**config.mk**
```make
export PLATFORM = sky130hd
export DESIGN_NAME = lsu_slice
export DESIGN_NICKNAME = d
export VERILOG_FILES = /design/src/source/lsu_pipe_pkg.sv /design/src/source/lsu_mem_pkg.sv /design/src/source/lsu_commit_arb.sv /design/src/source/lsu_elastic_buf.sv /design/src/source/lsu_req_issue.sv /design/src/source/lsu_rsp_format.sv /design/src/source/lsu_slice.sv
export VERILOG_INCLUDE_DIRS = /design/src /design/src/include
export SDC_FILE = /design/constraint.sdc
export NUM_CORES = 1
export LEC_CHECK = 0
export BUFFER_PORTS_ARGS = -buffer_cell sky130_fd_sc_hd__buf_2
export CORE_AREA = 2 2 390 392
export DETAILED_ROUTE_END_ITERATION = 7
export DIE_AREA = 0 0 392 394
export GPL_TIMING_DRIVEN = 0
export PLACE_DENSITY = 0.4
export RECOVER_POWER = 25
export SLEW_MARGIN = 20
export SYNTH_ARGS = -nofsm -noshare
export SYNTH_HDL_FRONTEND = slang
export SYNTH_SLANG_ARGS = --single-unit
```
**constraint.sdc**
```tcl
create_clock -name clk -period 8 [get_ports clk]
set_input_delay 0.8 -clock clk [delete_from_list [all_inputs] [get_ports clk]]
set_output_delay 0.8 -clock clk [all_outputs]
set_load 0.05 [all_outputs]
```
**src/include/lsu_params.svh**
```systemverilog
// --------------------------------------------------
// sizing macros for the load/store unit slice
// lane count, data width and tag field widths
// include wherever a width or depth is needed
// --------------------------------------------------
`ifndef LSU_PARAMS_SVH
`define LSU_PARAMS_SVH

// lanes served per instruction
`define LSU_NUM_LANES 4

// data width per lane, one word of 4 bytes
`define LSU_XLEN 32

// immediate offset added to the base register
`define LSU_OFFSET_W 12

// warp id width
`define LSU_NW_W 2

// destination register index width
`define LSU_NR_W 5

// byte offset bits inside a word
`define LSU_ALIGN_W 2

// word address, byte address minus the alignment bits
`define LSU_ADDR_W 30

// entries per elastic buffer
`define LSU_BUF_DEPTH 2

`endif

```
**src/source/lsu_pipe_pkg.sv**
```systemverilog
// --------------------------------------------------
// pipeline side types of the load/store unit
// execute stage request and commit record
// import into modules that build or read these
// --------------------------------------------------
`include "lsu_params.svh"

package lsu_pipe_pkg;

    // access format, low two bits give the size
    // bit 2 marks zero extension on loads
    typedef enum logic [2:0] {
        fmt_b  = 3'b000,
        fmt_h  = 3'b001,
        fmt_w  = 3'b010,
        fmt_bu = 3'b100,
        fmt_hu = 3'b101
    } lsu_fmt_e;

    // one instruction from the execute stage
    typedef struct packed {
        logic [`LSU_NW_W-1:0]                       wid;
        logic [`LSU_XLEN-1:0]                       pc;
        logic [`LSU_NUM_LANES-1:0]                  mask;
        logic [`LSU_NR_W-1:0]                       rd;
        logic                                       is_store;
        lsu_fmt_e                                   fmt;
        logic [`LSU_OFFSET_W-1:0]                   offset;
        // base address per lane
        logic [`LSU_NUM_LANES-1:0][`LSU_XLEN-1:0]   rs1_data;
        // store data per lane, low bytes used
        logic [`LSU_NUM_LANES-1:0][`LSU_XLEN-1:0]   rs2_data;
    } lsu_exec_req_t;

    // one record towards writeback
    typedef struct packed {
        logic [`LSU_NW_W-1:0]                       wid;
        logic [`LSU_XLEN-1:0]                       pc;
        logic [`LSU_NUM_LANES-1:0]                  mask;
        logic [`LSU_NR_W-1:0]                       rd;
        // set for loads only
        logic                                       wb;
        logic [`LSU_NUM_LANES-1:0][`LSU_XLEN-1:0]   data;
    } lsu_commit_t;

    // access size in log2 bytes
    function automatic logic [1:0] fmt_size(input lsu_fmt_e fmt);
        return fmt[1:0];
    endfunction

endpackage

```
**src/source/lsu_mem_pkg.sv**
```systemverilog
// --------------------------------------------------
// memory side types of the load/store unit
// request, response and the tag echoed by memory
// --------------------------------------------------
`include "lsu_params.svh"

package lsu_mem_pkg;

    import lsu_pipe_pkg::*;

    // context carried through memory, 50 bits
    typedef struct packed {
        logic [`LSU_NW_W-1:0]                           wid;
        logic [`LSU_XLEN-1:0]                           pc;
        logic [`LSU_NR_W-1:0]                           rd;
        lsu_fmt_e                                       fmt;
        // byte offset per lane, needed to pick load data
        logic [`LSU_NUM_LANES-1:0][`LSU_ALIGN_W-1:0]    align;
    } lsu_mem_tag_t;

    // one request for all active lanes
    typedef struct packed {
        logic                                           rw;
        logic [`LSU_NUM_LANES-1:0]                      mask;
        logic [`LSU_NUM_LANES-1:0][`LSU_XLEN/8-1:0]     byteen;
        logic [`LSU_NUM_LANES-1:0][`LSU_ADDR_W-1:0]     addr;
        // store data already shifted into byte lanes
        logic [`LSU_NUM_LANES-1:0][`LSU_XLEN-1:0]       data;
        lsu_mem_tag_t                                   tag;
    } lsu_mem_req_t;

    // load response, whole words per lane
    typedef struct packed {
        logic [`LSU_NUM_LANES-1:0]                      mask;
        logic [`LSU_NUM_LANES-1:0][`LSU_XLEN-1:0]       data;
        lsu_mem_tag_t                                   tag;
    } lsu_mem_rsp_t;

endpackage

```
**src/source/lsu_commit_arb.sv**
```systemverilog
// --------------------------------------------------
// merges load and store commit streams
// round-robin pick, one grant per cycle, result
// held in a one-entry output register
// --------------------------------------------------
`timescale 1ns/1ps

module lsu_commit_arb (
    input  logic                        clk,
    input  logic                        reset,
    input  logic                        load_valid,
    input  lsu_pipe_pkg::lsu_commit_t   load_data,
    output logic                        load_ready,
    input  logic                        store_valid,
    input  lsu_pipe_pkg::lsu_commit_t   store_data,
    output logic                        store_ready,
    output logic                        commit_valid,
    output lsu_pipe_pkg::lsu_commit_t   commit,
    input  logic                        commit_ready
);
    logic prefer_store;
    logic out_load;
    logic pick_store;
    logic any_valid;

    // output register free or draining this cycle
    assign out_load = !commit_valid || commit_ready;

    // store wins when alone or when it holds priority
    assign pick_store = store_valid && (!load_valid || prefer_store);
    assign any_valid  = load_valid || store_valid;

    assign load_ready  = out_load && !pick_store;
    assign store_ready = out_load && pick_store;

    always_ff @(posedge clk) begin
        if (reset) begin
            commit_valid <= 1'b0;
            prefer_store <= 1'b0;
        end else if (out_load) begin
            commit_valid <= any_valid;
            // priority moves to the other side after a grant
            if (any_valid) begin
                prefer_store <= !pick_store;
            end
        end
    end

    always_ff @(posedge clk) begin
        if (out_load && any_valid) begin
            commit <= pick_store ? store_data : load_data;
        end
    end

endmodule

```
**src/source/lsu_elastic_buf.sv**
```systemverilog
// --------------------------------------------------
// small valid/ready FIFO between two stages
// payload type set per instance; output valid one
// cycle after the input transfer, empty after reset
// --------------------------------------------------
`timescale 1ns/1ps
`include "lsu_params.svh"

module lsu_elastic_buf #(
    parameter type payload_t = logic,
    parameter int  depth     = `LSU_BUF_DEPTH
) (
    input  logic        clk,
    input  logic        reset,
    input  logic        in_valid,
    input  payload_t    in_data,
    output logic        in_ready,
    output logic        out_valid,
    output payload_t    out_data,
    input  logic        out_ready
);
    localparam int ptr_w = (depth > 1) ? $clog2(depth) : 1;
    localparam int cnt_w = $clog2(depth + 1);

    payload_t           entries [depth];
    logic [ptr_w-1:0]   wr_ptr;
    logic [ptr_w-1:0]   rd_ptr;
    logic [cnt_w-1:0]   count;
    logic               push;
    logic               pop;

    // wrap at depth, which need not be a power of two
    function automatic logic [ptr_w-1:0] next_ptr(input logic [ptr_w-1:0] ptr);
        if (ptr == ptr_w'(depth - 1)) begin
            return '0;
        end
        return ptr + 1'b1;
    endfunction

    assign push      = in_valid && in_ready;
    assign pop       = out_valid && out_ready;
    assign in_ready  = (count != cnt_w'(depth));
    assign out_valid = (count != '0);
    assign out_data  = entries[rd_ptr];

    always_ff @(posedge clk) begin
        if (push) begin
            entries[wr_ptr] <= in_data;
        end
    end

    always_ff @(posedge clk) begin
        if (reset) begin
            wr_ptr <= '0;
            rd_ptr <= '0;
            count  <= '0;
        end else begin
            if (push) begin
                wr_ptr <= next_ptr(wr_ptr);
            end
            if (pop) begin
                rd_ptr <= next_ptr(rd_ptr);
            end
            // push and pop together leave the count alone
            count <= count + cnt_w'(push) - cnt_w'(pop);
        end
    end

endmodule

```
**src/source/lsu_req_issue.sv**
```systemverilog
// --------------------------------------------------
// request side of the load/store unit
// address generation, byte enables, store alignment
// also drives the execute / memory / store buffer
// handshake, all combinational
// --------------------------------------------------
`timescale 1ns/1ps
`include "lsu_params.svh"

module lsu_req_issue (
    input  logic                        exec_valid,
    input  lsu_pipe_pkg::lsu_exec_req_t exec_req,
    output logic                        exec_ready,
    output logic                        mem_req_valid,
    output lsu_mem_pkg::lsu_mem_req_t   mem_req,
    input  logic                        mem_req_ready,
    output logic                        store_valid,
    output lsu_pipe_pkg::lsu_commit_t   store_commit,
    input  logic                        store_ready
);
    import lsu_pipe_pkg::*;
    import lsu_mem_pkg::*;

    localparam int byte_w = `LSU_XLEN / 8;

    logic [`LSU_XLEN-1:0]                           offset_sext;
    logic [`LSU_NUM_LANES-1:0][`LSU_XLEN-1:0]       full_addr;
    logic [`LSU_NUM_LANES-1:0][`LSU_ALIGN_W-1:0]    align;
    logic [`LSU_NUM_LANES-1:0][byte_w-1:0]          byteen;
    logic [`LSU_NUM_LANES-1:0][`LSU_XLEN-1:0]       st_data;
    logic [1:0]                                     size;
    logic                                           is_store;

    assign is_store = exec_req.is_store;
    assign size     = fmt_size(exec_req.fmt);

    // immediate is signed
    assign offset_sext = {{(`LSU_XLEN - `LSU_OFFSET_W){exec_req.offset[`LSU_OFFSET_W-1]}},
                          exec_req.offset};

    always_comb begin
        for (int i = 0; i < `LSU_NUM_LANES; i++) begin
            full_addr[i] = exec_req.rs1_data[i] + offset_sext;
            align[i]     = full_addr[i][`LSU_ALIGN_W-1:0];
            // size pattern moved up to the addressed byte
            case (size)
                2'd0:    byteen[i] = byte_w'(1) << align[i];
                2'd1:    byteen[i] = byte_w'(2'b11) << {align[i][1], 1'b0};
                default: byteen[i] = {byte_w{1'b1}};
            endcase
            // low bytes of rs2 into lane position
            st_data[i] = exec_req.rs2_data[i] << {align[i], 3'b000};
        end
    end

    always_comb begin
        mem_req.rw     = is_store;
        mem_req.mask   = exec_req.mask;
        mem_req.byteen = byteen;
        mem_req.data   = st_data;
        for (int i = 0; i < `LSU_NUM_LANES; i++) begin
            // misaligned accesses are not handled
            mem_req.addr[i] = full_addr[i][`LSU_XLEN-1:`LSU_ALIGN_W];
        end
        mem_req.tag.wid   = exec_req.wid;
        mem_req.tag.pc    = exec_req.pc;
        mem_req.tag.rd    = exec_req.rd;
        mem_req.tag.fmt   = exec_req.fmt;
        mem_req.tag.align = align;
    end

    // stores commit early, nothing to write back
    always_comb begin
        store_commit      = '0;
        store_commit.wid  = exec_req.wid;
        store_commit.pc   = exec_req.pc;
        store_commit.mask = exec_req.mask;
        store_commit.wb   = 1'b0;
    end

    // a store needs memory and the store buffer in the same cycle
    assign exec_ready    = mem_req_ready && (!is_store || store_ready);
    assign mem_req_valid = exec_valid && (!is_store || store_ready);
    assign store_valid   = exec_valid && is_store && mem_req_ready;

endmodule

```
**src/source/lsu_rsp_format.sv**
```systemverilog
// --------------------------------------------------
// load response formatting
// unpacks the echoed tag and extracts the loaded
// byte, halfword or word per lane, with extension
// --------------------------------------------------
`timescale 1ns/1ps
`include "lsu_params.svh"

module lsu_rsp_format (
    input  lsu_mem_pkg::lsu_mem_rsp_t   mem_rsp,
    output lsu_pipe_pkg::lsu_commit_t   rsp_commit
);
    import lsu_pipe_pkg::*;
    import lsu_mem_pkg::*;

    lsu_mem_tag_t                               rsp_tag;
    logic [`LSU_NUM_LANES-1:0][`LSU_XLEN-1:0]   rsp_data;

    assign rsp_tag = mem_rsp.tag;

    for (genvar i = 0; i < `LSU_NUM_LANES; i++) begin : g_lane
        logic [`LSU_XLEN-1:0]   word;
        logic [15:0]            half;
        logic [7:0]             byte_sel;

        assign word     = mem_rsp.data[i];
        // upper half on align bit 1, upper byte on align bit 0
        assign half     = rsp_tag.align[i][1] ? word[31:16] : word[15:0];
        assign byte_sel = rsp_tag.align[i][0] ? half[15:8] : half[7:0];

        always_comb begin
            case (rsp_tag.fmt)
                fmt_b:   rsp_data[i] = {{(`LSU_XLEN - 8){byte_sel[7]}}, byte_sel};
                fmt_h:   rsp_data[i] = {{(`LSU_XLEN - 16){half[15]}}, half};
                fmt_bu:  rsp_data[i] = {{(`LSU_XLEN - 8){1'b0}}, byte_sel};
                fmt_hu:  rsp_data[i] = {{(`LSU_XLEN - 16){1'b0}}, half};
                // full word, nothing to extend
                default: rsp_data[i] = word;
            endcase
        end
    end

    // load result goes to writeback
    always_comb begin
        rsp_commit.wid  = rsp_tag.wid;
        rsp_commit.pc   = rsp_tag.pc;
        rsp_commit.mask = mem_rsp.mask;
        rsp_commit.rd   = rsp_tag.rd;
        rsp_commit.wb   = 1'b1;
        rsp_commit.data = rsp_data;
    end

endmodule

```
**src/source/lsu_slice.sv**
```systemverilog
// --------------------------------------------------
// load/store unit slice, top level
// execute port in, memory request/response ports,
// commit port out; issue, format, buffers, arbiter
// --------------------------------------------------
`timescale 1ns/1ps

module lsu_slice (
    input  logic                        clk,
    input  logic                        reset,
    // execute stage
    input  logic                        exec_valid,
    input  lsu_pipe_pkg::lsu_exec_req_t exec_req,
    output logic                        exec_ready,
    // memory request
    output logic                        mem_req_valid,
    output lsu_mem_pkg::lsu_mem_req_t   mem_req,
    input  logic                        mem_req_ready,
    // memory response
    input  logic                        mem_rsp_valid,
    input  lsu_mem_pkg::lsu_mem_rsp_t   mem_rsp,
    output logic                        mem_rsp_ready,
    // commit
    output logic                        commit_valid,
    output lsu_pipe_pkg::lsu_commit_t   commit,
    input  logic                        commit_ready
);
    import lsu_pipe_pkg::*;

    // store path into the no-response buffer
    logic           issue_store_valid;
    lsu_commit_t    issue_store_commit;
    logic           issue_store_ready;

    // formatted load result
    lsu_commit_t    rsp_commit;

    // buffer outputs towards the arbiter
    logic           load_out_valid;
    lsu_commit_t    load_out_data;
    logic           load_out_ready;
    logic           store_out_valid;
    lsu_commit_t    store_out_data;
    logic           store_out_ready;

    lsu_req_issue req_issue (
        .exec_valid     (exec_valid),
        .exec_req       (exec_req),
        .exec_ready     (exec_ready),
        .mem_req_valid  (mem_req_valid),
        .mem_req        (mem_req),
        .mem_req_ready  (mem_req_ready),
        .store_valid    (issue_store_valid),
        .store_commit   (issue_store_commit),
        .store_ready    (issue_store_ready)
    );

    lsu_rsp_format rsp_format (
        .mem_rsp        (mem_rsp),
        .rsp_commit     (rsp_commit)
    );

    // load buffer sets mem_rsp_ready from its free space
    lsu_elastic_buf #(
        .payload_t      (lsu_commit_t)
    ) load_buf (
        .clk            (clk),
        .reset          (reset),
        .in_valid       (mem_rsp_valid),
        .in_data        (rsp_commit),
        .in_ready       (mem_rsp_ready),
        .out_valid      (load_out_valid),
        .out_data       (load_out_data),
        .out_ready      (load_out_ready)
    );

    lsu_elastic_buf #(
        .payload_t      (lsu_commit_t)
    ) store_buf (
        .clk            (clk),
        .reset          (reset),
        .in_valid       (issue_store_valid),
        .in_data        (issue_store_commit),
        .in_ready       (issue_store_ready),
        .out_valid      (store_out_valid),
        .out_data       (store_out_data),
        .out_ready      (store_out_ready)
    );

    lsu_commit_arb commit_arb (
        .clk            (clk),
        .reset          (reset),
        .load_valid     (load_out_valid),
        .load_data      (load_out_data),
        .load_ready     (load_out_ready),
        .store_valid    (store_out_valid),
        .store_data     (store_out_data),
        .store_ready    (store_out_ready),
        .commit_valid   (commit_valid),
        .commit         (commit),
        .commit_ready   (commit_ready)
    );

endmodule

```
==> results.json, run 1 <==
{
  "status": "complete, but fails checks",
  "violations": "capacitance limit, slew limit",
  "crit_arrival_ps": 4990,
  "syn_area_um2": 33070,
  "synth-seq-area-share": 0.5429,
  "floorplan.die_area_um2": 154400,
  "synth_cell_types": 72,
  "powerDensity_nw_per_um2": 350.9,
  "maxCapViolCount": 3,
  "hold_viol_final": 0,
  "clock_sinks": 602,
  "die_y_um": 394,
  "drive_gt1_frac": 0.2703,
  "cts_tree": "done",
  "grt.overflow.total": 0,
  "total_power_mw": 15.17,
  "synth_edf_count": 590,
  "irDropWorstVdd_mv": 0.2281,
  "path_clk_slew_ps": 60,
  "hold_class": "in -> reg",
  "leakage_nw": 17.70,
  "final_cell_count_no_fill": 6149,
  "critPathKind": "in -> out",
  "setup_tns_ps": 0,
  "synth_cells": 2941,
  "cts_resized": 0,
  "finalCriticalPeriod_ps": 5793,
  "antenna_left": 0,
  "cp-end-kind": "output pin",
  "viasPerCell": 4.668,
  "initial_core_util": 0.2195,
  "row_count": 143,
  "first_iter_violations": 1777,
  "io-pin-count": 998,
  "crit_fanout": 10,
  "htreeDepth": 3,
  "areaGrowthSynthToFinish_pct": 30.69,
  "detailedPlace.worstSlack_ps": 2388,
  "vias": 28700,
  "synth-async-reset-ratio": 0,
  "synthFlopType": "edfxtp_1",
  "slew_headroom": -1.060,
  "slew_viol_final": 102,
  "place_inst": 5988,
  "dpl_cell_area_um2": 41200,
  "route.detailed.drc": 0,
  "port_buffers": 988,
  "coreArea_um2": 150700,
  "track_usage": 0.2321,
  "final_area_um2": 43230,
  "required_ps": 7200,
  "fp.dieW_um": 392,
  "mappedNetlistNets": 3576,
  "startpoint_type": "input port",
  "clockBufferDepth": 3,
  "yosysWarningCount": 0,
  "layout_setup_ws_ps": 2207,
  "rsz0062_at_grt": "false",
  "insertion_delay_ps": 660,
  "setup_viol": 0,
  "post-route-period-util": 0.7241,
  "wl_per_cell_um": 29.98,
  "final_nets": 4667,
  "grt_pass1_wl_mm": 245.4,
  "cts_setup_buffers": 0,
  "avgSynthCellArea_um2": 11.25,
  "finalWirelength_mm": 184.3,
  "antenna_found_initial": 123,
  "dr.pass1.iters": 5,
  "ys_seq_elements": 602,
  "ctsHoldBuffers": 0,
  "grt_max_degree": 44,
  "grt_pass1_vias": 28300,
  "post-dp-hpwl_mm": 156.2,
  "gp_congestion": 0.9728,
  "fmax_ghz": 0.1726,
  "worst_pin_slew_ps": 3091,
  "cts_root_buf": "clkbuf_16",
  "fin_skew_ps": 23.95,
  "cts_made_buffers": 72
}
## synthesized netlist by cell type (all sizes together), types with 13 or more instances
library cell / number / share of area
edfxtp: 590 / 0.54
inv: 83 / 0.0094
xnor2: 79 / 0.021
and2: 51 / 0.0096
nand3: 27 / 0.0041
xor2: 43 / 0.011
nor3: 23 / 0.0035
o211ai: 14 / 0.0032
buf: 68 / 0.013
a221o: 54 / 0.016
nand4: 13 / 0.0025
a211oi: 83 / 0.019
clkbuf: 139 / 0.016
a21o: 72 / 0.016
mux2i: 257 / 0.078
nor2: 288 / 0.033
and3: 16 / 0.0030
ha: 128 / 0.048
a31oi: 19 / 0.0036
nand2: 269 / 0.031
a21oi: 191 / 0.029
o21ai: 139 / 0.021
nor2b: 108 / 0.020
o21bai: 34 / 0.0077
o21a: 13 / 0.0030
## worst max-delay path: stages
cell and delay, ps:
buf_2 150, ha_1 320, inv_1 90, fa_1 510
clkbuf_1 480, buf_1 850, clkbuf_1 570, a211oi_1 220
a21oi_1 590, buf_2 390
## stage by stage
stage | utilization | hold slack, ps
floorplan | - | 468.6
global placement | 0.2693 | 482.9
detailed placement | 0.2735 | 482.5
CTS | 0.2884 | 244.9
global route | 0.2867 | 261.2
finish | 0.2869 | 328.1
## placed cells by master (no fill, tap or decap), drive strengths merged, types with 14 or more instances in the layout
cell,count
clkbuf,307
mux2i,257
and3,16
o21bai,34
o21ai,139
a211oi,83
and2,51
nand3,27
inv,88
nand2,269
nor2b,108
nor2,288
o211ai,14
clkinv,27
xnor2,79
a21oi,191
a21o,72
ha,128
a221o,54
nor3,23
buf,1007
edfxtp,590
diode,34
a31oi,19
xor2,43
## final timing paths
kind | from | end | slack, ps | depth (start not counted)
setup / recovery | exec_req[256] | mem_req[143] | 2210 | 10
hold / removal | mem_rsp[32] | load_buf.entries[0][153] | 330 | 1
setup reg to reg | load_buf.count[0] | load_buf.entries[1][81] | 2910 | 7
hold reg to reg | commit_arb.prefer_store | commit_arb.prefer_store | 490 | 2
## routing by layer
layer / wire length, um / up-vias / GRT usage
li1: - / 13040 / -
met1: 81210 / 14160 / 0.3039
met2: 83060 / 1125 / 0.3682
met3: 14130 / 313 / 0.07307
met4: 5530 / 64 / 0.06044
met5: 398 / - / 0
## final cells by class
class	instances	area (um^2)
inverters	83	311.5
clock buffers	90	1869
repair buffers	1017	5269
clock inverters	37	381.6
fillers	16220	107400
well taps	2030	2540
multi-input cells	2049	13860
plain buffers	207	955.9
flip-flops and latches	602	17960
diodes	34	85.08
## flip-flops by register name (all words and copies together) (netlist names), named ones only
| signal | flops |
|---|---|
| commit_arb.commit | 172 |
| commit_arb.prefer_store | 1 |
| commit_arb.commit_valid | 1 |
| store_buf.entries | 76 |
| store_buf.wr_ptr | 1 |
| load_buf.wr_ptr | 1 |
| store_buf.rd_ptr | 1 |
| load_buf.count | 2 |
| load_buf.entries | 342 |
| store_buf.count | 2 |
| load_buf.rd_ptr | 1 |
## cells by family (layout without fill, tap and decap cells)
family                     Yosys count  after routing  share of synthesized area
AOI/OAI and AO/OA                  691            691                     0.1385
and+or+nand+nor                    842            842                     0.1163
other                                0             34                          0
muxes                              262            262                    0.08084
buffers and inverters              290           1434                    0.03828
xor gates and xnor gates           122            122                    0.03231
DFF                                602            602                     0.5429
adders and majority gates          132            132                    0.05084
## report_power, final
group / total (mW) / internal [mW] / switching (mW)
registers: 4.81 / 4.59 / 0.217
logic: 7.18 / 1.59 / 5.59
clock network: 3.17 / 1.81 / 1.37
total: 15.2 / 8.00 / 7.17
(Power assumes the default switching activity.)
==> run 2, diff against run 1 <==
Clock period 8 ns to 4.65 ns, I/O delays scaled along.
==> run 2 against run 1 <==
The run ends with setup timing left; register-to-register slack got worse by 2500 ps; sequential power up 73%; final area increased by 1.5%; sequential cell count stayed put; hold slack got worse by 230 ps; worst setup slack worse by 2300 ps; clock power rose by 71%; die area unchanged; critical path type unchanged; largest power group unchanged.
==> results.json, run 2 (synthesized netlist as in run 1, its figures left out) <==
{
  "rsz0062_at_grt": "false",
  "layout_setup_ws_ps": -42.93,
  "cp-end-kind": "output pin",
  "crit_chain": "buf_2, ha_1, inv_1, fa_1, clkdlybuf4s15_2, clkbuf_1, a211oi_1, a21oi_1, buf_2",
  "route.detailed.drc": 0,
  "fp.dieW_um": 392,
  "leakage_nw": 17.60,
  "cts_root_buf": "clkbuf_16",
  "grt.overflow.total": 0,
  "setup_viol": 2,
  "maxCapViolCount": 0,
  "vias": 28870,
  "gp_congestion": 0.9771,
  "startpoint_type": "input port",
  "cts_made_buffers": 71,
  "wl_per_cell_um": 28.89,
  "utilization": 0.2911,
  "gr-usage-met2": 0.3658,
  "hold_viol_final": 0,
  "floorplan.die_area_um2": 154400,
  "fin_skew_ps": 39.11,
  "hold_class": "in -> reg",
  "areaGrowthSynthToFinish_pct": 32.59,
  "regMostFlops": "load_buf.entries",
  "track_usage": 0.2258,
  "drive_gt1_frac": 0.2316,
  "path_clk_slew_ps": 60,
  "crit_arrival_ps": 4230,
  "dr.pass1.iters": 5,
  "irDropWorstVdd_mv": 0.3918,
  "antenna_left": 0,
  "fin_hold_ws_ps": 97.62,
  "first_iter_violations": 2246,
  "htreeDepth": 3,
  "grt_pass1_wl_mm": 241.3,
  "post-route-period-util": 1.009,
  "initial_core_util": 0.2195,
  "final_area_um2": 43850,
  "critical_path.max_stage_delay_ps": 940,
  "powerDensity_nw_per_um2": 594.5,
  "grt_max_degree": 50,
  "critPathKind": "in -> out",
  "cpMostUsedCell": "buf_2",
  "setup_tns_ps": -64.70,
  "worst_pin_slew_ps": 1428,
  "critPathSlowestCell": "fa_1",
  "fmax_ghz": 0.2131,
  "post-dp-hpwl_mm": 151.0,
  "total_power_mw": 26.07,
  "final_common_cell": "buf_2",
  "fillers": 16190,
  "largest_reg_flops": 342,
  "required_ps": 4180,
  "status": "complete, but fails checks",
  "top_usage_layer": "met2",
  "io-pin-count": 998,
  "antenna_found_initial": 100,
  "port_buffers": 988,
  "coreArea_um2": 150700,
  "clock_sinks": 602,
  "insertion_delay_ps": 660,
  "grtUsageMet1": 0.3048,
  "slew_headroom": 0.04785,
  "cts_setup_buffers": 0,
  "mostFrequentLayoutCells": "buf_2, edfxtp_1, clkbuf_1",
  "crit_fanout": 10,
  "die_y_um": 394,
  "use_met3": 0.06050,
  "viasPerCell": 4.638,
  "finalCriticalPeriod_ps": 4693,
  "clockBufferDepth": 3,
  "cts_tree": "done",
  "final_nets": 4730,
  "slew_viol_final": 0,
  "finalWirelength_mm": 179.8,
  "grt_pass1_vias": 28460,
  "largest_registers": "load_buf.entries x342, commit_arb.commit x172, store_buf.entries x76",
  "row_count": 143,
  "violations": "setup timing",
  "dpl_cell_area_um2": 41180
}
==> run 2: changes by cell type in the layout (fill, tap and decap cells not counted), sizes merged <==
cell and delta:
clkbuf +161, diode +12, dlygate4sd3 +64, inv -4, clkinv -4, buf -155
clkdlybuf4s15 +1, clkinvlp +1
==> run 2: report_power, final <==
part / total (mW) / switching [mW] / internal [mW]
Combinational: 12.3 / 9.64 / 2.69
Sequential: 8.31 / 0.417 / 7.89
Clock: 5.43 / 2.29 / 3.14
==> run 2: worst max-delay path, delay by kind of cell <==
| kind | cells | cell delay [ps] |
|---|---|---|
| compound gates | 2 | 720 |
| fa+ha+maj | 2 | 1230 |
| buf+inv | 5 | 1790 |
==> run 2: per-layer routing <==
metal | part of all wire | wire [um]
met1 | 0.44 | 79730
met2 | 0.46 | 82560
met3 | 0.080 | 14420
met4 | 0.016 | 2799
met5 | 0.0019 | 333
==> run 2: area by class of cell <==
| cell class | instances | area (um^2) | share of cell area |
|---|---|---|---|
| timing repair buffer | 1082 | 5839 | 0.1332 |
| inverter | 83 | 311.5 | 0.007104 |
| antenna | 46 | 115.1 | 0.002625 |
| clock buffer | 97 | 1927 | 0.04394 |
| buffer | 206 | 963.4 | 0.02197 |
| sequential | 602 | 17960 | 0.4095 |
| clock inverter | 30 | 307.8 | 0.007019 |
| tap | 2030 | 2540 | 0.05792 |
| multi-input combinational | 2049 | 13890 | 0.3168 |
==> run 2: path summary, 6_finish.rpt <==
| check | slack [ps] | startpoint | cells past startpoint | endpoint |
|---|---|---|---|---|
| max reg2reg | 420 | load_buf.count[0] | 11 | load_buf.entries[0][74] |
| max | -40 | exec_req[256] | 9 | mem_req[141] |
| min reg2reg | 500 | commit_arb.prefer_store | 2 | commit_arb.prefer_store |
| min | 100 | exec_req[297] | 1 | store_buf.entries[0][20] |
==> run 2: through the flow <==
step | worst slack (ps) | instances
after global routing | 4.349 | 6192
after global placement | -1969 | 5959
after floorplan | 696.9 | 2941
after detailed placement | -340.4 | 5989
after CTS | 59.28 | 6179
final | -42.93 | 6225
==> run 2: what timing repair did <==
item,in CTS,in global routing
endpoints found under the setup margin,20,4
hold buffers,64,0
hold endpoints to repair,127,0
gates resized for setup,10,3
